$ cat src/cw_io_pkg.sv
`default_nettype none

package cw_io_pkg;

   // Register bus widths
   typedef logic [7:0] reg_addr_t;
   typedef logic [7:0] reg_data_t;
   localparam int BYTECNT_W = 7;
   typedef logic [BYTECNT_W-1:0] bytecnt_t;

   // Register map
   localparam reg_addr_t ADDR_EXTCLK  = 8'h26;
   localparam reg_addr_t ADDR_TRIGSRC = 8'h27;
   localparam reg_addr_t ADDR_TRIGMOD = 8'h28;
   localparam reg_addr_t ADDR_IOROUTE = 8'h37;
   localparam reg_addr_t ADDR_IOREAD  = 8'h3B;

   localparam reg_data_t RST_EXTCLK  = 8'h03; // HS1 as clock source
   localparam reg_data_t RST_TRIGSRC = 8'h20; // IO4 enabled, OR mode
   localparam reg_data_t RST_TRIGMOD = 8'h00;
   localparam logic [63:0] RST_IOROUTE = 64'h0000_0000_0000_0201; // GPIO1 TX, GPIO2 RX

   localparam int IOROUTE_BYTES = 8;
   localparam int IOROUTE_IDX_W = $clog2(IOROUTE_BYTES);

   // Target pads
   localparam int NUM_PADS = 4;
   localparam int PAD_OC   = 2;     // GPIO3 has the open-collector modes

   // Soft start, short enough for simulation
   localparam int PWM_PERIOD_W   = 6;  // 64-cycle period
   localparam int PWM_OFF_CYCLES = 44;
   localparam int SOFT_STEPS     = 16;
   localparam int STEP_W         = $clog2(SOFT_STEPS + 1);

   typedef enum logic [1:0] {COMB_OR, COMB_AND, COMB_NAND, COMB_OFF} trig_combine_e;
   typedef enum logic [2:0] {TMOD_EDGE, TMOD_ADVIO, TMOD_SAD, TMOD_DECODED} trig_module_e;
   typedef enum logic [2:0] {EXT_AUX = 3'd0, EXT_HS1 = 3'd3} extclk_src_e;
   typedef enum logic [1:0] {PWR_OFF, PWR_RAMP, PWR_ON} power_state_e;

   typedef struct packed {
      logic        rsvd;
      logic        rear_en;         // Rear clock output on
      logic        rear_src_glitch; // 1 = glitch clock, 0 = PLL
      logic [1:0]  fp_mode;         // Front panel, stored only
      extclk_src_e extclk_sel;
   } clk_cfg_t;

   typedef struct packed {
      trig_combine_e combine;
      logic          en_io4;
      logic          en_io3;
      logic          en_io2;
      logic          en_io1;
      logic          en_nrst;
      logic          rsvd_src;   // Front panel line, not routed here
      logic [3:0]    rsvd_mod;
      logic          fp_out;
      trig_module_e  trig_mod;
   } trig_cfg_t;

   typedef struct packed {
      logic gpio_en;
      logic gpio_val;
      logic txo;   // Open-collector TX
      logic usoc;  // Open-collector USI out
      logic usii;
      logic usio;
      logic rx;
      logic tx;
   } gpio_cfg_t;

   typedef struct packed {
      logic [1:0] rsvd_pin;
      logic       pdic_val;
      logic       pdic_en;
      logic       pdid_val;
      logic       pdid_en;
      logic       nrst_val;
      logic       nrst_en;
      logic [4:0] rsvd_misc;
      logic       avr_en;
      logic       glitch_b;
      logic       glitch_a;
      gpio_cfg_t [NUM_PADS-1:0] gpio;
   } io_cfg_t;

   typedef struct packed {
      logic off;
      logic fast;
   } power_cfg_t;

endpackage

`default_nettype wire

$ cat src/cw_reg_file.sv
`timescale 1ns/1ps
`default_nettype none

module cw_reg_file (
   input  wire                    clk_usb,
   input  wire                    reset,
   input  cw_io_pkg::reg_addr_t   reg_addr_i,
   input  cw_io_pkg::bytecnt_t    reg_bytecnt_i,
   input  cw_io_pkg::reg_data_t   reg_data_i,
   input  wire                    reg_read_i,
   input  wire                    reg_write_i,
   input  wire [3:0]              pad_level_i,   // Resolved pad levels
   output cw_io_pkg::reg_data_t   reg_data_o,
   output cw_io_pkg::clk_cfg_t    clk_cfg_o,
   output cw_io_pkg::trig_cfg_t   trig_cfg_o,
   output cw_io_pkg::io_cfg_t     io_cfg_o,
   output cw_io_pkg::power_cfg_t  power_cfg_o
);

   cw_io_pkg::reg_data_t extclk_q;
   cw_io_pkg::reg_data_t trigsrc_q;
   cw_io_pkg::reg_data_t trigmod_q;
   cw_io_pkg::reg_data_t ioroute_q [cw_io_pkg::IOROUTE_BYTES];
   logic [3:0]           ioread_q;   // Pad snapshot

   logic                                   byte_ok;   // Byte count inside IOROUTE
   logic [cw_io_pkg::IOROUTE_IDX_W-1:0]    byte_idx;

   assign byte_ok  = (reg_bytecnt_i < cw_io_pkg::bytecnt_t'(cw_io_pkg::IOROUTE_BYTES));
   assign byte_idx = reg_bytecnt_i[cw_io_pkg::IOROUTE_IDX_W-1:0];

   // Configuration writes
   always_ff @(posedge clk_usb) begin
      if (reset) begin
         extclk_q  <= cw_io_pkg::RST_EXTCLK;
         trigsrc_q <= cw_io_pkg::RST_TRIGSRC;
         trigmod_q <= cw_io_pkg::RST_TRIGMOD;
         for (int i = 0; i < cw_io_pkg::IOROUTE_BYTES; i++) begin
            ioroute_q[i] <= cw_io_pkg::RST_IOROUTE[i*8 +: 8];
         end
      end else if (reg_write_i) begin
         case (reg_addr_i)
            cw_io_pkg::ADDR_EXTCLK:  extclk_q  <= reg_data_i;
            cw_io_pkg::ADDR_TRIGSRC: trigsrc_q <= reg_data_i;
            cw_io_pkg::ADDR_TRIGMOD: trigmod_q <= reg_data_i;
            cw_io_pkg::ADDR_IOROUTE: begin
               if (byte_ok) begin
                  ioroute_q[byte_idx] <= reg_data_i; // Larger counts dropped
               end
            end
            default: ;
         endcase
      end
   end

   // Pads sampled every cycle
   always_ff @(posedge clk_usb) begin
      if (reset) begin
         ioread_q <= '0;
      end else begin
         ioread_q <= pad_level_i;
      end
   end

   // Registered readback, zero when no strobe
   always_ff @(posedge clk_usb) begin
      if (reset) begin
         reg_data_o <= '0;
      end else if (reg_read_i) begin
         case (reg_addr_i)
            cw_io_pkg::ADDR_EXTCLK:  reg_data_o <= extclk_q;
            cw_io_pkg::ADDR_TRIGSRC: reg_data_o <= trigsrc_q;
            cw_io_pkg::ADDR_TRIGMOD: reg_data_o <= trigmod_q;
            cw_io_pkg::ADDR_IOROUTE: reg_data_o <= byte_ok ? ioroute_q[byte_idx] : '0;
            cw_io_pkg::ADDR_IOREAD:  reg_data_o <= {4'h0, ioread_q};
            default:                 reg_data_o <= '0;   // Unmapped
         endcase
      end else begin
         reg_data_o <= '0;
      end
   end

   // Unpack stored bytes
   assign clk_cfg_o  = cw_io_pkg::clk_cfg_t'(extclk_q);
   assign trig_cfg_o = cw_io_pkg::trig_cfg_t'({trigsrc_q, trigmod_q});

   // Byte 6 pin controls, byte 5 bit 0 AVR enable, byte 4 glitch, bytes 3..0 pads
   assign io_cfg_o = cw_io_pkg::io_cfg_t'({2'b00, ioroute_q[6][5:0],
                                           5'b00000, ioroute_q[5][0], ioroute_q[4][1:0],
                                           ioroute_q[3], ioroute_q[2],
                                           ioroute_q[1], ioroute_q[0]});

   // Byte 5 bit 1 power off, bit 2 fast switch; smart-card bits only stored
   assign power_cfg_o = cw_io_pkg::power_cfg_t'({ioroute_q[5][1], ioroute_q[5][2]});

endmodule

`default_nettype wire

$ cat config.mk
export PLATFORM = sky130hd
export DESIGN_NAME = cw_reg_file
export DESIGN_NICKNAME = d
export VERILOG_FILES = /design/src/cw_io_pkg.sv /design/src/cw_reg_file.sv
export SDC_FILE = /design/constraint.sdc
export NUM_CORES = 1
export LEC_CHECK = 0
export BUFFER_PORTS_ARGS = -buffer_cell sky130_fd_sc_hd__buf_4
export CORE_MARGIN = 3
export CORE_UTILIZATION = 45
export DETAILED_ROUTE_END_ITERATION = 16
export PLACE_DENSITY_LB_ADDON = 0.25
export SKIP_LAST_GASP = 1
export SLEW_MARGIN = 20
export SYNTH_ARGS = -nofsm -noshare
export SYNTH_HDL_FRONTEND = slang
export SYNTH_SLANG_ARGS = --single-unit
$ cat constraint.sdc
create_clock -name clk_usb -period 2.75 [get_ports clk_usb]
set_clock_uncertainty 0.1 [all_clocks]
set_input_delay 0.55 -clock clk_usb [delete_from_list [all_inputs] [get_ports clk_usb]]
set_output_delay 0.55 -clock clk_usb [all_outputs]
set_load 0.1 [all_outputs]
==> results by group <==
Route
  – Met2 WL: 6020 um
  – Vias per cell: 5.44
  – Wl on met1: 5130 um
  – WL final: 12000 um
  – Top sig layer: met4
  – 1st-iter DRT viols: 178
  – Routed len/inst: 19.5 um
  – DRT antenna net count: 0
  – Met3 WL: 714 um
  – DR vias: 3355
  – Detailed-router iteration count before antenna repair: 4
  – DRC viols: 0

Critical path
  – WP buf/inv: 2
  – CP delay by family, top: simple AND/OR/NAND/NOR gates
  – Reg-to-reg endpoint: reg_data_o[5]$_SDFF_PP0_
  – WS Path Type: in2reg
  – Critical path, cell by cell: buf_4 -> or3b_1 -> or3_1 -> buf_12 -> nor4_4 -> or2_1
  – Worst Path Max Fanout: 8
  – CP Data Required Time: 2.67 ns
  – Cell at the slowest stage of the critical path: or3b_1
  – Worst Reg-to-Reg Cells: 4
  – Startpoint Class: input port
  – WP data arrival: 2.28 ns
  – CP peak stage delay: 0.42 ns
  – R2r startpoint: ioroute_q[6][5]$_SDFFCE_PN0P_
  – Worst setup EP type: flip-flop
  – R2R setup slack: 1.14 ns

STA
  – Fin crit share: 86.0%
  – Setup_tns: 0 ns
  – Min Hold Slack: 0.295 ns
  – Max_slew headroom: 48.2%
  – Post-layout min period: 2.36 ns
  – Achievable frequency: 0.423 GHz
  – Slew at the pin with the worst max-slew slack: 0.776 ns
  – Setup violators final: 0
  – Max-slew violations: 0
  – RSZ-0062 raised after global routing: false
  – Final hold vios: 0

Clock network
  – Htree depth: 3
  – CTS root buf: clkbuf_8
  – CTS tree: done
  – Clk buf depth: 2
  – # hold bufs at CTS: 0
  – Post-CTS Resized: 0
  – CTS Buf Count: 9
  – Clk slew on worst S/H paths: 0.10 ns
  – Post-CTS Setup Bufs: 0
  – Worst-skew pair later-pin latency: 0.36 ns
  – CTS Sinks: 100

Yosys
  – Post-Syn Area per Cell: 12.8 um2
  – Asr flop ratio synth: 0%
  – Xor and xnor fraction of the mapped netlist area: 0%
  – Post-synthesis cell type count: 41
  – Syn Std Cell Area: 4830 um2
  – Ys Warns: 0
  – Sequential fraction of the synthesis area: 54.7%
  – Compound-Gate Fraction of Synth Area: 4.69%
  – Post-synth EDFFs: 64
  – Mux cell area share after synthesis: 13.6%
  – Post-Synth Adder-Cell Area: 0%
  – Mapped Cells: 377
  – Top FF cell, synth: edfxtp_1
  – Number of synthesized register bits: 100
  – Main combinational cell family by area after synthesis: simple AND/OR/NAND/NOR gates
  – Simple-gate share of the synthesized area: 21.8%

Power
  – Seq pwr share: 52.5%
  – P_int: 0.00220 W
  – Pwr Density: 539 nW/um2
  – Clock network fraction of total power: 29.4%
  – Worst ir drop on vdd: 0.000236 V
  – Switching power: 0.000975 W
  – Switching share of power: 30.7%
  – LEAKAGE: 2.42 nW
  – Combinational group share of total power: 18.1%
  – Overall power: 0.00318 W

Layout
  – Diode count: 0
  – Filler cells: 891
  – Layout net count: 507
  – Share of cells above drive strength 1: 36.6%
  – Post-Layout Cell Count: 617
  – Commonest non-fill, non-tap cells in the layout: buf_4, edfxtp_1, and2_1
  – Most common cell after layout, fill and taps aside: buf_4
  – Syn-to-layout area delta: 22.2%

Floorplan
  – Initial core utilization: 46.6%
  – Die ar.: 12000 um2
  – Die Span X: 110 um
  – Die height: 110 um
  – Core area: 10400 um2
  – Ports: 113
  – Row Count: 37

Placement
  – Port buffer count: 105
  – Post-DP HPWL: 8760 um
  – Placed Cells: 601
  – Gp weighted congestion: 0.803

Global route
  – First-pass GRT wire length: 17800 um
  – Initial antenna violation count: 0
  – GRT Total Usage: 20.4%
  – Largest net degree at the start of global routing: 38
  – GR Overflow Total: 0
  – Number of global-route vias before repair: 3247

Hold path
  – Worst min-delay path endpoint: ioread_q[1]$_SDFF_PP0_
  – Hold Crit Class: in2reg
  – HP Start: pad_level_i[1]
  – WHS Path Cells: 2

Job
  – Max-cap violations: 0

Status
  – Status: finished clean
-- power groups by stage --
stage	Combinational, W	Sequential [W]	Clock [W]
after floorplan	0.000262	0.00188	0
after global placement	0.000574	0.00170	0
after detailed placement	0.000579	0.00170	0
after CTS	0.000580	0.00167	0.000945
after global routing	0.000597	0.00168	0.000988
final	0.000575	0.00167	0.000933
-- stage by stage --
stage | setup WS (ns) | cell area, um2 | utilization, %
after CTS | 0.380 | 5900 | 56.9
after global routing | 0.329 | 5900 | 56.9
after detailed placement | 0.000773 | 5710 | 55.1
after global placement | 0.0548 | 5710 | 55.1
after floorplan | 0.101 | 4850 | -
final | 0.386 | 5900 | 56.9
-- cells in the mapped netlist, drive strengths merged (5+ instances only) --
| cell type | count | share of area, % |
|---|---|---|
| a22oi | 8 | 1.2 |
| clkbuf | 16 | 1.2 |
| or2 | 10 | 1.3 |
| dfxtp | 36 | 15 |
| edfxtp | 64 | 40 |
| nor2b | 5 | 0.65 |
| nand2 | 13 | 1.0 |
| mux4 | 16 | 7.5 |
| and2 | 62 | 8.0 |
| nor4 | 10 | 4.1 |
| nand2b | 7 | 0.91 |
| mux2i | 25 | 5.2 |
| nor3 | 5 | 0.52 |
| nor2 | 26 | 2.0 |
| buf | 23 | 3.6 |
-- sequential cells by signal, summed over array words and instances, names as in the netlist --
register	flops
ioroute_q	64
clk_cfg_o	8
reg_data_o	8
trigmod_q	8
trigsrc_q	8
ioread_q	4
-- metal layers --
metal,vias up,track usage (%)
li1,1539,-
met1,1690,27.7
met2,113,33.7
met3,13,2.94
met4,0,7.12
met5,-,0
-- worst max-delay path by stage --
stage                  start                             to  slack [ns]  cells after the start
2_1_floorplan  reg_addr_i[1]  ioroute_q[5][0]$_SDFFCE_PN0P_        0.10                      6
3_3_place_gp   reg_addr_i[7]  ioroute_q[7][5]$_SDFFCE_PN0P_        0.05                      6
3_5_place_dp   reg_addr_i[7]  ioroute_q[7][7]$_SDFFCE_PN0P_      0.0008                      6
4_1_cts        reg_addr_i[7]  ioroute_q[7][6]$_SDFFCE_PN0P_        0.38                      6
5_1_grt        reg_addr_i[7]  ioroute_q[7][6]$_SDFFCE_PN0P_        0.33                      6
6_report       reg_addr_i[7]  ioroute_q[7][0]$_SDFFCE_PN0P_        0.39                      6
-- cell families (layout without fill, tap and decap cells) --
| family | after synthesis | in the layout |
|---|---|---|
| AOI/OAI and AO/OA | 32 | 32 |
| other | 1 | 7 |
| and+or+nand+nor | 156 | 156 |
| muxes | 45 | 45 |
| buffers and inverters | 43 | 141 |
| DFF | 100 | 100 |
-- layout make-up --
type                       count  area (um2)  area share, %
tap                          136         170           2.88
clock buffer                   9         124           2.10
timing repair buffer         121         921           15.6
sequential                   100        2640           44.8
multi-input combinational    240        1960           33.2
inverter                       4        15.0          0.254
clock inverter                 7        68.8           1.17
(Power assumes the default switching activity.)
