--- src/cw_io_pkg.sv ---
`default_nettype none

package cw_io_pkg;

   // Register bus widths
   typedef logic [7:0] reg_addr_t;
   typedef logic [7:0] reg_data_t;
   localparam int BYTECNT_W = 7;
   typedef logic [BYTECNT_W-1:0] bytecnt_t;

   // Register map
   localparam reg_addr_t ADDR_EXTCLK  = 8'h26;
   localparam reg_addr_t ADDR_TRIGSRC = 8'h27;
   localparam reg_addr_t ADDR_TRIGMOD = 8'h28;
   localparam reg_addr_t ADDR_IOROUTE = 8'h37;
   localparam reg_addr_t ADDR_IOREAD  = 8'h3B;

   localparam reg_data_t RST_EXTCLK  = 8'h03; // HS1 as clock source
   localparam reg_data_t RST_TRIGSRC = 8'h20; // IO4 enabled, OR mode
   localparam reg_data_t RST_TRIGMOD = 8'h00;
   localparam logic [63:0] RST_IOROUTE = 64'h0000_0000_0000_0201; // GPIO1 TX, GPIO2 RX

   localparam int IOROUTE_BYTES = 8;
   localparam int IOROUTE_IDX_W = $clog2(IOROUTE_BYTES);

   // Target pads
   localparam int NUM_PADS = 4;
   localparam int PAD_OC   = 2;     // GPIO3 has the open-collector modes

   // Soft start, short enough for simulation
   localparam int PWM_PERIOD_W   = 6;  // 64-cycle period
   localparam int PWM_OFF_CYCLES = 44;
   localparam int SOFT_STEPS     = 16;
   localparam int STEP_W         = $clog2(SOFT_STEPS + 1);

   typedef enum logic [1:0] {COMB_OR, COMB_AND, COMB_NAND, COMB_OFF} trig_combine_e;
   typedef enum logic [2:0] {TMOD_EDGE, TMOD_ADVIO, TMOD_SAD, TMOD_DECODED} trig_module_e;
   typedef enum logic [2:0] {EXT_AUX = 3'd0, EXT_HS1 = 3'd3} extclk_src_e;
   typedef enum logic [1:0] {PWR_OFF, PWR_RAMP, PWR_ON} power_state_e;

   typedef struct packed {
      logic        rsvd;
      logic        rear_en;         // Rear clock output on
      logic        rear_src_glitch; // 1 = glitch clock, 0 = PLL
      logic [1:0]  fp_mode;         // Front panel, stored only
      extclk_src_e extclk_sel;
   } clk_cfg_t;

   typedef struct packed {
      trig_combine_e combine;
      logic          en_io4;
      logic          en_io3;
      logic          en_io2;
      logic          en_io1;
      logic          en_nrst;
      logic          rsvd_src;   // Front panel line, not routed here
      logic [3:0]    rsvd_mod;
      logic          fp_out;
      trig_module_e  trig_mod;
   } trig_cfg_t;

   typedef struct packed {
      logic gpio_en;
      logic gpio_val;
      logic txo;   // Open-collector TX
      logic usoc;  // Open-collector USI out
      logic usii;
      logic usio;
      logic rx;
      logic tx;
   } gpio_cfg_t;

   typedef struct packed {
      logic [1:0] rsvd_pin;
      logic       pdic_val;
      logic       pdic_en;
      logic       pdid_val;
      logic       pdid_en;
      logic       nrst_val;
      logic       nrst_en;
      logic [4:0] rsvd_misc;
      logic       avr_en;
      logic       glitch_b;
      logic       glitch_a;
      gpio_cfg_t [NUM_PADS-1:0] gpio;
   } io_cfg_t;

   typedef struct packed {
      logic off;
      logic fast;
   } power_cfg_t;

endpackage

`default_nettype wire

--- src/cw_trigger_route.sv ---
`timescale 1ns/1ps
`default_nettype none

module cw_trigger_route (
   input  cw_io_pkg::trig_cfg_t  trig_cfg_i,
   input  wire                   trigger_nrst_i,
   input  wire [3:0]             trigger_io_i,
   input  wire                   trigger_advio_i,
   input  wire                   trigger_sad_i,
   input  wire                   trigger_decoded_i,
   output logic                  trigger_ext_o,   // Combined external lines
   output logic                  trigger_o        // To capture system
);

   logic [4:0] line_en;
   logic [4:0] lines;
   logic       trig_or;
   logic       trig_and;

   assign line_en = {trig_cfg_i.en_io4, trig_cfg_i.en_io3, trig_cfg_i.en_io2,
                     trig_cfg_i.en_io1, trig_cfg_i.en_nrst};
   assign lines   = {trigger_io_i, trigger_nrst_i};

   assign trig_or  = |(line_en & lines);
   assign trig_and = &(~line_en | lines);   // Disabled lines read as 1

   always_comb begin
      case (trig_cfg_i.combine)
         cw_io_pkg::COMB_OR:   trigger_ext_o = trig_or;
         cw_io_pkg::COMB_AND:  trigger_ext_o = trig_and;
         cw_io_pkg::COMB_NAND: trigger_ext_o = ~trig_and;
         default:              trigger_ext_o = 1'b0;
      endcase
   end

   // Trigger module select
   always_comb begin
      case (trig_cfg_i.trig_mod)
         cw_io_pkg::TMOD_EDGE:    trigger_o = trigger_ext_o;
         cw_io_pkg::TMOD_ADVIO:   trigger_o = trigger_advio_i;
         cw_io_pkg::TMOD_SAD:     trigger_o = trigger_sad_i;
         cw_io_pkg::TMOD_DECODED: trigger_o = trigger_decoded_i;
         default:                 trigger_o = 1'b0;
      endcase
   end

endmodule

`default_nettype wire

--- config.mk ---
export PLATFORM = sky130hd
export DESIGN_NAME = cw_trigger_route
export DESIGN_NICKNAME = d
export VERILOG_FILES = /design/src/cw_io_pkg.sv /design/src/cw_trigger_route.sv
export SDC_FILE = /design/constraint.sdc
export NUM_CORES = 1
export LEC_CHECK = 0
export BUFFER_PORTS_ARGS = -buffer_cell sky130_fd_sc_hd__buf_4
export CAP_MARGIN = 20
export CORE_AREA = 3 3 40 42
export DETAILED_ROUTE_END_ITERATION = 8
export DIE_AREA = 0 0 43 45
export PLACE_DENSITY_LB_ADDON = 0.25
export SETUP_SLACK_MARGIN = 0.2
export SLEW_MARGIN = 20
export SYNTH_ARGS = -nofsm -noshare
export SYNTH_HDL_FRONTEND = slang
export SYNTH_SLANG_ARGS = --single-unit
--- constraint.sdc ---
create_clock -name vclk -period 1.2
set_clock_uncertainty 0.1 [all_clocks]
set_input_delay 0.3 -clock vclk [all_inputs]
set_output_delay 0.3 -clock vclk [all_outputs]
set_load 0.005 [all_outputs]
==> impl_metrics.env, run 1 <==
export IMPL_drt_iter0_drc=0
export IMPL_min_from="trig_cfg_i[2]"
export IMPL_setup_viol=2
export IMPL_yosysUniqueCellTypes=16
export IMPL_yosysSeqAreaShare_pct=0
export IMPL_areaGrowthSynthToFinish_pct=200
export IMPL_path_cells="buf_6 -> or3_1 -> o31ai_2 -> buf_4"
export IMPL_fill_cells=134
export IMPL_grt_setup_unrepaired="yes"
export IMPL_cap_violations=0
export IMPL_grt_pass1_wl_um=910
export IMPL_drive_above_1_share_pct=80.0
export IMPL_totalWireLength_um=641
export IMPL_drc=0
export IMPL_finalPower_mw=0.143
export IMPL_layout_setup_ws_ns=-0.333
export IMPL_layout_common_cells="buf_4, buf_6, inv_2"
export IMPL_n_antenna_cell=0
export IMPL_fin_tns_setup_ns=-0.626
export IMPL_cpMaxStageDelayCell="or3_1"
export IMPL_critPathKind="input port to primary output"
export IMPL_status="finished, violations left"
export IMPL_core_area_mm2=0.00128
export IMPL_cp_arrival_ns=1.13
export IMPL_syn_inst=21
export IMPL_finalCriticalPeriod_ns=1.53
export IMPL_grt_total_usage_pct=5.64
export IMPL_drt_pass1_iterations=1
export IMPL_hold_depth=4
export IMPL_worst_setup_path_start_kind="input port"
export IMPL_violations="negative setup slack"
export IMPL_vdd_drop_max_mv=0.102
export IMPL_nNetsFinal=71
export IMPL_hold_viol=0
export IMPL_place_gp_congestion=0.688
export IMPL_grt_max_degree=4
export IMPL_fmax_mhz=652
export IMPL_antenna_found_initial=0
export IMPL_die_height_um=45
export IMPL_path_max_fanout=2
export IMPL_viasPerCell=4.13
export IMPL_startpoint="trig_cfg_i[2]"
export IMPL_min_to="trigger_o"
export IMPL_postCtsHoldBufs=0
export IMPL_start_util_pct=10.8
export IMPL_synth_area_um2=139
export IMPL_yosys_warnings=0
export IMPL_leakage_nw=0.197
export IMPL_tightest_slew_ns=0.220
export IMPL_num_rows=13
export IMPL_grt_overflow=0
export IMPL_ant_nets=0
export IMPL_synth_area_leaders="a22oi_1, o221ai_2, o31ai_1"
export IMPL_die_area_mm2=0.00194
export IMPL_finalMaxSlewViolations=0
export IMPL_io_pins=26
export IMPL_clockBufferCount=0
export IMPL_maxSlewHeadroom_pct=85.3
export IMPL_fin_hold_ws_ns=0.856
export IMPL_wl_per_cell_um=10.7
export IMPL_fin_crit_sh_pct=128
export IMPL_synth_nets=45
export IMPL_vias=248
export IMPL_first_global_vias=243
export IMPL_hpwl_um=543
export IMPL_ff_latch_area_um2=0
export IMPL_final_common_cell="buf_4"
export IMPL_slowest_delay_ns=0.37
export IMPL_numPortBuffers=20
export IMPL_avgSynthCellArea_um2=6.61
export IMPL_die_x_um=43
export IMPL_holdCritPathClass="input port to primary output"
export IMPL_dpl_worst_slack_ns=-0.364
export IMPL_synthDominantCellAreaShare_pct=10.8
export IMPL_critical_path_required_ns=0.80
export IMPL_n_sequential_cell=0
export IMPL_end_kind="primary output"
export IMPL_power_density_mw_per_mm2=344
export IMPL_synth_largest_area_cell="a22oi_1"
==> Yosys cell counts, drive strengths merged <==
master / number
o22ai: 1
a211oi: 1
a22oi: 2
nand2: 1
nand3b: 1
or3: 1
nand2b: 1
a21o: 1
mux2: 1
o31ai: 2
inv: 5
nor2: 1
nand3: 1
o221ai: 1
o21a: 1
==> per-layer routing <==
metal | global-route usage [%] | vias to the layer above | wire, µm
met3 | 0 | 0 | 0
met2 | 13.8 | 0 | 457
met5 | 0 | - | 0
met4 | 0 | 0 | 0
li1 | - | 127 | -
met1 | 5.24 | 121 | 183
==> power by group <==
group	switching, mW	internal [mW]	total, mW
logic	0.0524	0.0907	0.143
clock network	0	0	0
registers	0	0	0
total	0.0524	0.0907	0.143
==> what timing repair did <==
action / 4_1_cts / 5_1_grt
setup endpoints to repair: 2 / 2
pin swaps: 0 / 4
buffers inserted: 0 / 1
resized for setup: 2 / 12
==> stage by stage <==
| stage | util [%] | area (µm²) | std cells |
|---|---|---|---|
| after global routing | 32.4 | 417 | 60 |
| after global placement | 26.5 | 340 | 59 |
| final | 32.4 | 417 | 60 |
| after detailed placement | 26.5 | 340 | 59 |
| after CTS | 26.9 | 345 | 59 |
| after floorplan | - | 149 | 21 |
==> worst max-delay path, delay by kind of cell <==
kind,cells,cell delay [ns]
AND/OR/NAND/NOR,1,0.37
buffers and inverters,2,0.23
AO/OA/AOI/OAI,1,0.23
==> cell families after synthesis <==
kind of cell | after synthesis | synth area share (%)
compound gates | 9 | 53.2
buf+inv | 5 | 13.5
mux | 1 | 8.11
simple gates | 6 | 25.2
==> final cells by class <==
type	instances	area [µm²]	share of cell area, %
multi-input cells	16	176	42.3
well taps	15	18.8	4.50
inverters	5	18.8	4.50
repair buffers	24	203	48.6
==> how the worst max path moves through the flow <==
stage | end | slack [ns] | depth (start not counted)
after floorplan | trigger_o | -0.13 | 2
after global placement | trigger_o | -0.36 | 4
after detailed placement | trigger_o | -0.36 | 4
after CTS | trigger_o | -0.36 | 4
after global routing | trigger_o | -0.41 | 6
final | trigger_o | -0.33 | 4
Power figures use the tool's default switching activity.
==> run 2, diff against run 1 <==
- clock period: 1.2 -> 1.3 ns (I/O delays scaled with it)
==> run 2 against run 1 <==
Effect of this change: the run still ends with negative setup slack left; worst hold slack better by 0.066 ns; combinational power decreased by 3%; via count is 2.8% higher; critical path depth unchanged; first-iteration DRC count grew 1; largest power group unchanged.
==> impl_metrics.env, run 2 (synthesis results as in run 1) <==
export IMPL_maxSlewHeadroom_pct=83.8
export IMPL_leakage_nw=0.192
export IMPL_p_seq_share_pct=0
export IMPL_io_pins=26
export IMPL_die_height_um=45
export IMPL_critPathKind="input port to primary output"
export IMPL_nNetsFinal=70
export IMPL_final_common_cell="buf_4"
export IMPL_grt_total_usage_pct=6.72
export IMPL_cts_setup_buffers=0
export IMPL_dpl_worst_slack_ns=-0.341
export IMPL_status="finished, violations left"
export IMPL_first_global_vias=269
export IMPL_vdd_drop_max_mv=0.0745
export IMPL_drt_iter0_drc=1
export IMPL_antenna_found_initial=0
export IMPL_end_kind="primary output"
export IMPL_viasPerCell=4.32
export IMPL_internal_power_mw=0.0843
export IMPL_critical_path_required_ns=0.88
export IMPL_totalWireLength_um=703
export IMPL_finalCriticalPeriod_ns=1.61
export IMPL_fin_util_pct=32.4
export IMPL_core_area_mm2=0.00128
export IMPL_clockBufferCount=0
export IMPL_pwr_share_clk_pct=0
export IMPL_fmax_mhz=622
export IMPL_wl_per_cell_um=11.9
export IMPL_cap_violations=0
export IMPL_grt_setup_unrepaired="yes"
export IMPL_drt_pass1_iterations=2
export IMPL_n_antenna_cell=0
export IMPL_cp_arrival_ns=1.18
export IMPL_fill_cells=131
export IMPL_grt_max_degree=4
export IMPL_power_density_mw_per_mm2=330
export IMPL_worst_setup_path_start_kind="input port"
export IMPL_p_comb_share_pct=100.0
export IMPL_areaGrowthSynthToFinish_pct=200
export IMPL_vias=255
export IMPL_layout_common_cells="buf_4, buf_6, inv_2"
export IMPL_path_max_fanout=2
export IMPL_ff_latch_area_um2=0
export IMPL_hpwl_um=489
export IMPL_drc=0
export IMPL_hold_viol=0
export IMPL_multi_input_area_um2=188
export IMPL_fin_hold_ws_ns=0.922
export IMPL_grt_pass1_wl_mm=1.05
export IMPL_ant_nets=0
export IMPL_num_rows=13
export IMPL_violations="negative setup slack"
export IMPL_die_x_um=43
export IMPL_start_util_pct=10.8
export IMPL_drive_above_1_share_pct=77.3
export IMPL_n_sequential_cell=0
export IMPL_layout_setup_ws_ns=-0.307
export IMPL_setup_viol=2
export IMPL_holdCritPathClass="input port to primary output"
export IMPL_grt_overflow=0
export IMPL_place_gp_congestion=0.662
export IMPL_power_switching_mw=0.0533
export IMPL_finalMaxSlewViolations=0
export IMPL_numPortBuffers=20
export IMPL_swShare_pct=38.7
export IMPL_fin_crit_sh_pct=124
export IMPL_die_area_mm2=0.00194
export IMPL_tightest_slew_ns=0.244
[run 2: critical path, cell delays in order]
cell and delay, ns:
buf_6 0.09, or3_4 0.38, o31ai_4 0.24, buf_4 0.14
[run 2: final cells by class]
cell class / instances / area share, %
Inverter: 5 / 4.50
Multi-Input combinational cell: 16 / 45.0
Tap cell: 15 / 4.50
Timing Repair Buffer: 23 / 45.9
[run 2: power by group through the flow]
stage | combinational (mW) | clock, mW | sequential (mW)
floorplan | 0.0359 | 0 | 0
global placement | 0.105 | 0 | 0
detailed placement | 0.104 | 0 | 0
CTS | 0.115 | 0 | 0
global route | 0.149 | 0 | 0
finish | 0.138 | 0 | 0
[run 2: timing repair]
action                     in CTS  in global routing
gates cloned                    0                  0
gates resized for setup         6                  8
hold buffers                    0                  0
setup endpoints to repair       2                  2
pin swaps                       3                  3
[run 2: final timing paths]
path                          start        end  cells past startpoint
worst min-delay path  trig_cfg_i[2]  trigger_o                      4
worst max-delay path  trig_cfg_i[2]  trigger_o                      4
[run 2: routing by layer]
metal	share of wire [%]	vias to the layer above	track usage, %
li1	-	125	-
met1	26	130	5.71
met2	74	0	17.1
met3	0	0	0
met4	0	0	0
met5	0	-	0
[run 2: metrics by stage]
step	instances	total power, mW	instance area [µm²]	setup TNS (ns)
2_1_floorplan	21	0.0359	149	-0.0788
3_3_place_gp	59	0.105	340	-0.573
3_5_place_dp	59	0.104	340	-0.568
5_1_grt	59	0.149	417	-0.622
6_report	59	0.138	417	-0.545
4_1_cts	59	0.115	368	-0.543
