==> src/cw_io_pkg.sv <==
`default_nettype none

package cw_io_pkg;

   // Register bus widths
   typedef logic [7:0] reg_addr_t;
   typedef logic [7:0] reg_data_t;
   localparam int BYTECNT_W = 7;
   typedef logic [BYTECNT_W-1:0] bytecnt_t;

   // Register map
   localparam reg_addr_t ADDR_EXTCLK  = 8'h26;
   localparam reg_addr_t ADDR_TRIGSRC = 8'h27;
   localparam reg_addr_t ADDR_TRIGMOD = 8'h28;
   localparam reg_addr_t ADDR_IOROUTE = 8'h37;
   localparam reg_addr_t ADDR_IOREAD  = 8'h3B;

   localparam reg_data_t RST_EXTCLK  = 8'h03; // HS1 as clock source
   localparam reg_data_t RST_TRIGSRC = 8'h20; // IO4 enabled, OR mode
   localparam reg_data_t RST_TRIGMOD = 8'h00;
   localparam logic [63:0] RST_IOROUTE = 64'h0000_0000_0000_0201; // GPIO1 TX, GPIO2 RX

   localparam int IOROUTE_BYTES = 8;
   localparam int IOROUTE_IDX_W = $clog2(IOROUTE_BYTES);

   // Target pads
   localparam int NUM_PADS = 4;
   localparam int PAD_OC   = 2;     // GPIO3 has the open-collector modes

   // Soft start, short enough for simulation
   localparam int PWM_PERIOD_W   = 6;  // 64-cycle period
   localparam int PWM_OFF_CYCLES = 44;
   localparam int SOFT_STEPS     = 16;
   localparam int STEP_W         = $clog2(SOFT_STEPS + 1);

   typedef enum logic [1:0] {COMB_OR, COMB_AND, COMB_NAND, COMB_OFF} trig_combine_e;
   typedef enum logic [2:0] {TMOD_EDGE, TMOD_ADVIO, TMOD_SAD, TMOD_DECODED} trig_module_e;
   typedef enum logic [2:0] {EXT_AUX = 3'd0, EXT_HS1 = 3'd3} extclk_src_e;
   typedef enum logic [1:0] {PWR_OFF, PWR_RAMP, PWR_ON} power_state_e;

   typedef struct packed {
      logic        rsvd;
      logic        rear_en;         // Rear clock output on
      logic        rear_src_glitch; // 1 = glitch clock, 0 = PLL
      logic [1:0]  fp_mode;         // Front panel, stored only
      extclk_src_e extclk_sel;
   } clk_cfg_t;

   typedef struct packed {
      trig_combine_e combine;
      logic          en_io4;
      logic          en_io3;
      logic          en_io2;
      logic          en_io1;
      logic          en_nrst;
      logic          rsvd_src;   // Front panel line, not routed here
      logic [3:0]    rsvd_mod;
      logic          fp_out;
      trig_module_e  trig_mod;
   } trig_cfg_t;

   typedef struct packed {
      logic gpio_en;
      logic gpio_val;
      logic txo;   // Open-collector TX
      logic usoc;  // Open-collector USI out
      logic usii;
      logic usio;
      logic rx;
      logic tx;
   } gpio_cfg_t;

   typedef struct packed {
      logic [1:0] rsvd_pin;
      logic       pdic_val;
      logic       pdic_en;
      logic       pdid_val;
      logic       pdid_en;
      logic       nrst_val;
      logic       nrst_en;
      logic [4:0] rsvd_misc;
      logic       avr_en;
      logic       glitch_b;
      logic       glitch_a;
      gpio_cfg_t [NUM_PADS-1:0] gpio;
   } io_cfg_t;

   typedef struct packed {
      logic off;
      logic fast;
   } power_cfg_t;

endpackage

`default_nettype wire

==> src/cw_target_io.sv <==
`timescale 1ns/1ps
`default_nettype none

module cw_target_io (
   input  cw_io_pkg::clk_cfg_t  clk_cfg_i,
   input  cw_io_pkg::io_cfg_t   io_cfg_i,
   input  wire                  pads_highz_i,    // Target unpowered
   input  wire [3:0]            pad_level_i,
   input  wire                  uart_tx_i,
   input  wire                  usi_out_i,
   input  wire                  usbio_hs2_i,     // AUX MCX
   input  wire                  target_hs1_i,
   input  wire                  pll_clk_i,
   input  wire                  glitch_clk_i,
   output logic [3:0]           pad_out_o,
   output logic [3:0]           pad_oe_o,
   output logic                 uart_rx_o,
   output logic                 usi_in_o,
   output logic                 extclk_o,
   output logic                 target_hs2_o,
   output logic                 target_hs2_oe_o,
   output logic                 hsglitch_a_o,
   output logic                 hsglitch_b_o,
   output logic                 avr_prog_en_o,
   output logic                 nrst_oe_o,
   output logic                 nrst_o,
   output logic                 pdid_oe_o,
   output logic                 pdid_o,
   output logic                 pdic_oe_o,
   output logic                 pdic_o
);

   // Pad drivers, first match wins
   always_comb begin
      for (int i = 0; i < cw_io_pkg::NUM_PADS; i++) begin
         pad_out_o[i] = 1'b0;
         pad_oe_o[i]  = 1'b0;
         if (!pads_highz_i) begin
            if (io_cfg_i.gpio[i].tx) begin
               pad_oe_o[i]  = 1'b1;
               pad_out_o[i] = uart_tx_i;
            end else if (io_cfg_i.gpio[i].usio) begin
               pad_oe_o[i]  = 1'b1;
               pad_out_o[i] = usi_out_i;
            end else if (i == cw_io_pkg::PAD_OC && io_cfg_i.gpio[i].usoc) begin
               pad_oe_o[i] = ~usi_out_i;   // Pull low or let go
            end else if (i == cw_io_pkg::PAD_OC && io_cfg_i.gpio[i].txo) begin
               pad_oe_o[i] = ~uart_tx_i;
            end else if (io_cfg_i.gpio[i].gpio_en) begin
               pad_oe_o[i]  = 1'b1;
               pad_out_o[i] = io_cfg_i.gpio[i].gpio_val;
            end
         end
      end
   end

   // Receive paths, lowest pad has priority
   always_comb begin
      uart_rx_o = 1'b1;   // Idle high
      usi_in_o  = 1'b1;
      for (int i = cw_io_pkg::NUM_PADS - 1; i >= 0; i--) begin
         if (io_cfg_i.gpio[i].rx) begin
            uart_rx_o = pad_level_i[i];
         end
         if (io_cfg_i.gpio[i].usii) begin
            usi_in_o = pad_level_i[i];
         end
      end
   end

   // External clock input mux, plain fabric
   always_comb begin
      case (clk_cfg_i.extclk_sel)
         cw_io_pkg::EXT_AUX: extclk_o = usbio_hs2_i;
         cw_io_pkg::EXT_HS1: extclk_o = target_hs1_i;
         default:            extclk_o = 1'b0;
      endcase
   end

   // Rear clock out
   assign target_hs2_o    = clk_cfg_i.rear_src_glitch ? glitch_clk_i : pll_clk_i;
   assign target_hs2_oe_o = clk_cfg_i.rear_en & ~pads_highz_i;

   assign hsglitch_a_o = io_cfg_i.glitch_a & glitch_clk_i;   // Gated glitch clock
   assign hsglitch_b_o = io_cfg_i.glitch_b & glitch_clk_i;

   assign avr_prog_en_o = io_cfg_i.avr_en;

   // Programming pins used as plain GPIO
   assign nrst_oe_o = io_cfg_i.nrst_en;
   assign nrst_o    = io_cfg_i.nrst_val;
   assign pdid_oe_o = io_cfg_i.pdid_en;
   assign pdid_o    = io_cfg_i.pdid_val;
   assign pdic_oe_o = io_cfg_i.pdic_en;
   assign pdic_o    = io_cfg_i.pdic_val;

endmodule

`default_nettype wire

==> config.mk <==
export PLATFORM = sky130hd
export DESIGN_NAME = cw_target_io
export DESIGN_NICKNAME = d
export VERILOG_FILES = /design/src/cw_io_pkg.sv /design/src/cw_target_io.sv
export SDC_FILE = /design/constraint.sdc
export NUM_CORES = 1
export LEC_CHECK = 0
export BUFFER_PORTS_ARGS = -buffer_cell sky130_fd_sc_hd__buf_4
export CORE_MARGIN = 4
export CORE_UTILIZATION = 20
export DETAILED_ROUTE_END_ITERATION = 12
export PLACE_DENSITY_LB_ADDON = 0.2
export RECOVER_POWER = 25
export SYNTH_ARGS = -nofsm -noshare
export SYNTH_HDL_FRONTEND = slang
export SYNTH_SLANG_ARGS = --single-unit
export TNS_END_PERCENT = 50
==> constraint.sdc <==
create_clock -name vclk -period 0.8
set_clock_uncertainty 0.05 [all_clocks]
set_input_delay 0.04 -clock vclk [all_inputs]
set_output_delay 0.04 -clock vclk [all_outputs]
set_load 0.01 [all_outputs]
==> flow_summary.toml, run 1 <==
[outcome]
status = "finished with violations"
violations = "setup timing"

[finish]
clkbuf_count = 0
drive_above_1_share_pct = 74.8
finalNonFillerCells = 123
area.growth.synth_to_final_pct = 167
fin_area_um2 = 913
multiInputGateArea_um2 = 375
ff_latch_area_um2 = 0
insertedDiodeCount = 0
finalNetCount = 176
n_fill_cell = 155
design.seq.count = 0

[drt]
wire_per_inst_um = 13.8
wirelength_um = 1700
via_per_inst = 4.95
dr.pass1.iters = 3
first_iter_violations = 3
via_count = 609
route.detailed.drc = 0
ant_nets = 0

[power]
cellLeakagePower_uw = 0.000435
p_total_uw = 499
vdd_drop_max_mv = 0.265
p_per_area_nw_per_um2 = 546

[worst_setup_path]
max_stage_delay_ps = 240
critPathTopFamily = "compound AO/OA/AOI/OAI gates"
worstPathArrival_ps = 770
crit_fanout = 2
worstPathRequired_ps = 710
worstSetupPathType = "in2out"
crit_chain = "buf_8 > nor3b_4 > a2111oi_4 > a211o_1 > buf_6"
path_buf_inv = 2
slowest_stage = "a211o_1"
timing.critical_path.to_type = "primary output"
crit_path_start_kind = "input port"

[global_routing]
grt_pass1_wl_um = 2610
grt_overflow = 0
antenna_found_initial = 0
gr-max-usage-layer = "met2"
grt_max_degree = 10
use_met1_pct = 12.7
met2_usage_pct = 25.7
grt_pass1_vias = 628
grt_use_met3_pct = 2.75
gr-usage-all-layers_pct = 12.6

[die]
placementRows = 14
die_y_um = 49.3
ioPinCount = 89
die_area_um2 = 2430
initial_utilization_pct = 21.9
fp.dieW_um = 49.3
core_um2 = 1560

[sta]
finalCritPeriodShare_pct = 108
fin_ws_ps = -64.7
drv_slew = 0
fin_crit_ps = 865
worst_slew_pin_slew_ps = 299
fmax_mhz = 1160
setup_viol = 4
rsz0062_at_grt = "true"
holdWs_ps = 30.0
hold_violations = 0
slew_headroom_pct = 79.9

[worst_hold_path]
hold_class = "in2out"

[placed_design]
place_ws_ps = -182
placed_area_um2 = 772
port_buffers = 59
place.gp.congestion = 0.744
dp.cells = 123
hpwl_um = 1360

[logic_synthesis]
synthesis.nets = 120
syn_area_um2 = 342
yosys.cell_types.count = 20
avgSynthCellArea_um2 = 6.44
syn-instance-count = 53
ys_seq_area_share_pct = 0
ys_warn_count = 0

[clock_tree]
hold_buffers = 0
post-cts-setup-buffers = 0

[run]
max_cap_viol_count = 0
area by class of cell:
cell class         instances  area share, %
well taps                 16           2.19
multi-input cells         43           41.1
inverters                  2          0.822
repair buffers            62           55.9
cells in the final DEF, fill, tap and decap left out, drive strengths merged:
| cell type | instances |
|---|---|
| nand2 | 3 |
| a2111oi | 5 |
| nor2b | 4 |
| nor3b | 2 |
| nor2 | 9 |
| o41a | 1 |
| a21oi | 4 |
| nand3 | 1 |
| a211oi | 3 |
| buf | 62 |
| inv | 2 |
| mux2 | 1 |
| and3b | 1 |
| nor3 | 3 |
| and2 | 2 |
| a31oi | 1 |
| a211o | 2 |
| nand4 | 1 |
per-stage QoR:
stage | TNS, ps | util (%)
floorplan | -11.9 | -
global placement | -504 | 49.5
detailed placement | -573 | 49.5
CTS | -155 | 53.5
global route | -423 | 58.6
finish | -137 | 58.6
kinds of logic after synthesis:
family / after synthesis / synth area share [%]
AND/OR/NAND/NOR: 26 / 38.8
multiplexers: 1 / 3.30
AO/OA/AOI/OAI: 16 / 38.1
buffers and inverters: 10 / 19.8
repair_timing:
action | 4_1_cts | 5_1_grt
pin swaps | 9 | 3
endpoints found under the setup margin | 6 | 8
resized for setup | 17 | 18
cloned | 0 | 0
layer usage:
metal / part of all wire (%) / up-vias
li1: - / 304
met1: 33 / 268
met2: 56 / 35
met3: 9.8 / 2
met4: 0.88 / 0
met5: 0 / -
path summary, 6_finish.rpt:
path                      from  cells after the start   endpoint  slack (ps)
hold / removal    io_cfg_i[45]                      0     pdic_o          30
setup / recovery  io_cfg_i[17]                      5  uart_rx_o         -60
Yosys cell counts (all sizes together):
| library cell | count | area (um^2) |
|---|---|---|
| mux2 | 1 | 11.3 |
| nand2 | 3 | 11.3 |
| a2111oi | 5 | 52.6 |
| nor3b | 2 | 15.0 |
| nor2 | 9 | 33.8 |
| nand4 | 1 | 6.26 |
| a211o | 2 | 17.5 |
| a21oi | 4 | 20.0 |
| nand3 | 1 | 5.00 |
| and3b | 1 | 8.76 |
| buf | 8 | 60.1 |
| a211oi | 3 | 22.5 |
| nor3 | 3 | 15.0 |
| and2 | 2 | 12.5 |
| nor2b | 4 | 25.0 |
| o41a | 1 | 11.3 |
| inv | 2 | 7.51 |
| a31oi | 1 | 6.26 |
power breakdown:
part / internal (uW) / leakage, uW / switching, uW
Combinational: 309 / 0.000435 / 189
Clock: 0 / 0 / 0
Sequential: 0 / 0 / 0
Total: 309 / 0.000435 / 189
Power figures use the tool's default switching activity.
==> run 2, diff against run 1 <==
--- a/config.mk
+++ b/config.mk
@@ -7,7 +7,7 @@
 export LEC_CHECK = 0
 export BUFFER_PORTS_ARGS = -buffer_cell sky130_fd_sc_hd__buf_4
 export CORE_MARGIN = 4
-export CORE_UTILIZATION = 20
+export CORE_UTILIZATION = 22
 export DETAILED_ROUTE_END_ITERATION = 12
 export PLACE_DENSITY_LB_ADDON = 0.2
 export RECOVER_POWER = 25
==> constraint.sdc (replaced) <==
create_clock -name vclk -period 0.9
set_clock_uncertainty 0.05 [all_clocks]
set_input_delay 0.045 -clock vclk [all_inputs]
set_output_delay 0.045 -clock vclk [all_outputs]
set_load 0.01 [all_outputs]
==> run 2 against run 1 <==
Effect of this change:
- the run still ends with setup timing left
- critical path type unchanged
- design area shrank 17%
- flip-flop and latch count is the same
- sequential share of layout area is the same
- routed wire length shrank 14%
- highest routed layer is now met3
- global-route usage shrank 0.96 points
- non-clock buffer count shrank 3
==> flow_summary.toml, run 2 (synthesized netlist as in run 1, its figures left out) <==
[finish]
utilization_pct = 55.1
finalNonFillerCells = 119
insertedDiodeCount = 0
ff_latch_area_um2 = 0
drive_above_1_share_pct = 62.5
finalNetCount = 173
design.seq.count = 0
layout_common_cells = "buf_4, nor2_1, a21oi_1"
fin_area_um2 = 762
clkbuf_count = 0
area.growth.synth_to_final_pct = 123
final_common_cell = "buf_4"

[die]
initial_utilization_pct = 24.7
die_area_um2 = 2250
placementRows = 13
die_y_um = 47.4
core_um2 = 1380
fp.dieW_um = 47.4
ioPinCount = 89

[power]
p_per_area_nw_per_um2 = 471
cellLeakagePower_uw = 0.000388
p_total_uw = 359
vdd_drop_max_mv = 0.243

[drt]
ant_nets = 0
route.detailed.drc = 0
dr.pass1.iters = 4
wirelength_um = 1460
wire_per_inst_um = 12.3
via_count = 570
first_iter_violations = 7
via_per_inst = 4.79

[outcome]
violations = "setup timing"
status = "finished with violations"

[placed_design]
placed_area_um2 = 743
port_buffers = 59
dp.cells = 119
place.gp.congestion = 0.758
hpwl_um = 1280

[sta]
drv_slew = 0
fin_crit_ps = 942
setup_viol = 4
fin_ws_ps = -41.6
finalCritPeriodShare_pct = 105
slew_headroom_pct = 75.7
fmax_mhz = 1060
worst_slew_pin_slew_ps = 355
rsz0062_at_grt = "true"
hold_violations = 0

[global_routing]
antenna_found_initial = 0
grt_overflow = 0
grt_pass1_vias = 494
gr-usage-all-layers_pct = 11.6
grt_pass1_wl_um = 1990
grt_max_degree = 10

[worst_setup_path]
crit_chain = "buf_4 > nor3b_2 > a2111oi_0 > a211o_1 > buf_4"
critPathMostFrequentCell = "buf_4"
worstPathRequired_ps = 810
slowest_stage = "a2111oi_0"
timing.critical_path.to_type = "primary output"
max_stage_delay_ps = 290
worstSetupPathType = "in2out"
crit_path_start_kind = "input port"
crit_fanout = 1
worstPathArrival_ps = 850

[worst_hold_path]
hp-start = "io_cfg_i[41]"
hold_class = "in2out"
hold_depth = 0
hold_path_end = "nrst_o"

[run]
max_cap_viol_count = 0
run 2: critical path, delay by kind of cell:
kind                   cells  cell delay [ps]
and+or+nand+nor            1              140
buffers and inverters      2              210
AOI/OAI and AO/OA          2              450
run 2: how the worst max path moves through the flow:
stage	slack, ps	to	start
final	-40	uart_rx_o	io_cfg_i[25]
after global routing	-70	uart_rx_o	io_cfg_i[25]
after CTS	-40	uart_rx_o	pad_level_i[3]
after detailed placement	-50	pad_out_o[1]	io_cfg_i[10]
after global placement	-50	pad_out_o[1]	io_cfg_i[10]
after floorplan	80	pad_out_o[0]	io_cfg_i[6]
run 2: area by class of cell:
type | instances | area, um^2
fill | 132 | 621
timing repair buffer | 59 | 443
multi-input combinational | 43 | 293
tap | 15 | 18.8
inverter | 2 | 7.51
run 2: timing repair:
| item | CTS | global route |
|---|---|---|
| pin swaps | 3 | 1 |
| buffers inserted | 0 | 0 |
| hold buffers | 0 | 0 |
| setup endpoints to repair | 5 | 5 |
| resized for setup | 0 | 5 |
run 2: through the flow:
step,setup slack (ps),hold slack [ps],TNS [ps]
floorplan,78.1,84.1,0
global placement,-45.1,40.1,-143
detailed placement,-53.0,40.1,-196
CTS,-41.3,40.1,-79.6
global route,-73.1,40.0,-245
finish,-41.6,40.0,-70.8
run 2: power by group:
part           switching (uW)  internal [uW]  total [uW]  leakage, uW
Clock                       0              0           0            0
Sequential                  0              0           0            0
Combinational             134            225         359     0.000388
Total                     134            225         359     0.000388
run 2: layer usage:
metal  wire length (um)  share of wire [%]  GRT usage (%)  vias up
li1                   -                  -              -      296
met1                549                 38           15.3      243
met2                751                 51           21.7       31
met3                159                 11          0.766        0
met4                  0                  0              0        0
met5                  0                  0              0        -
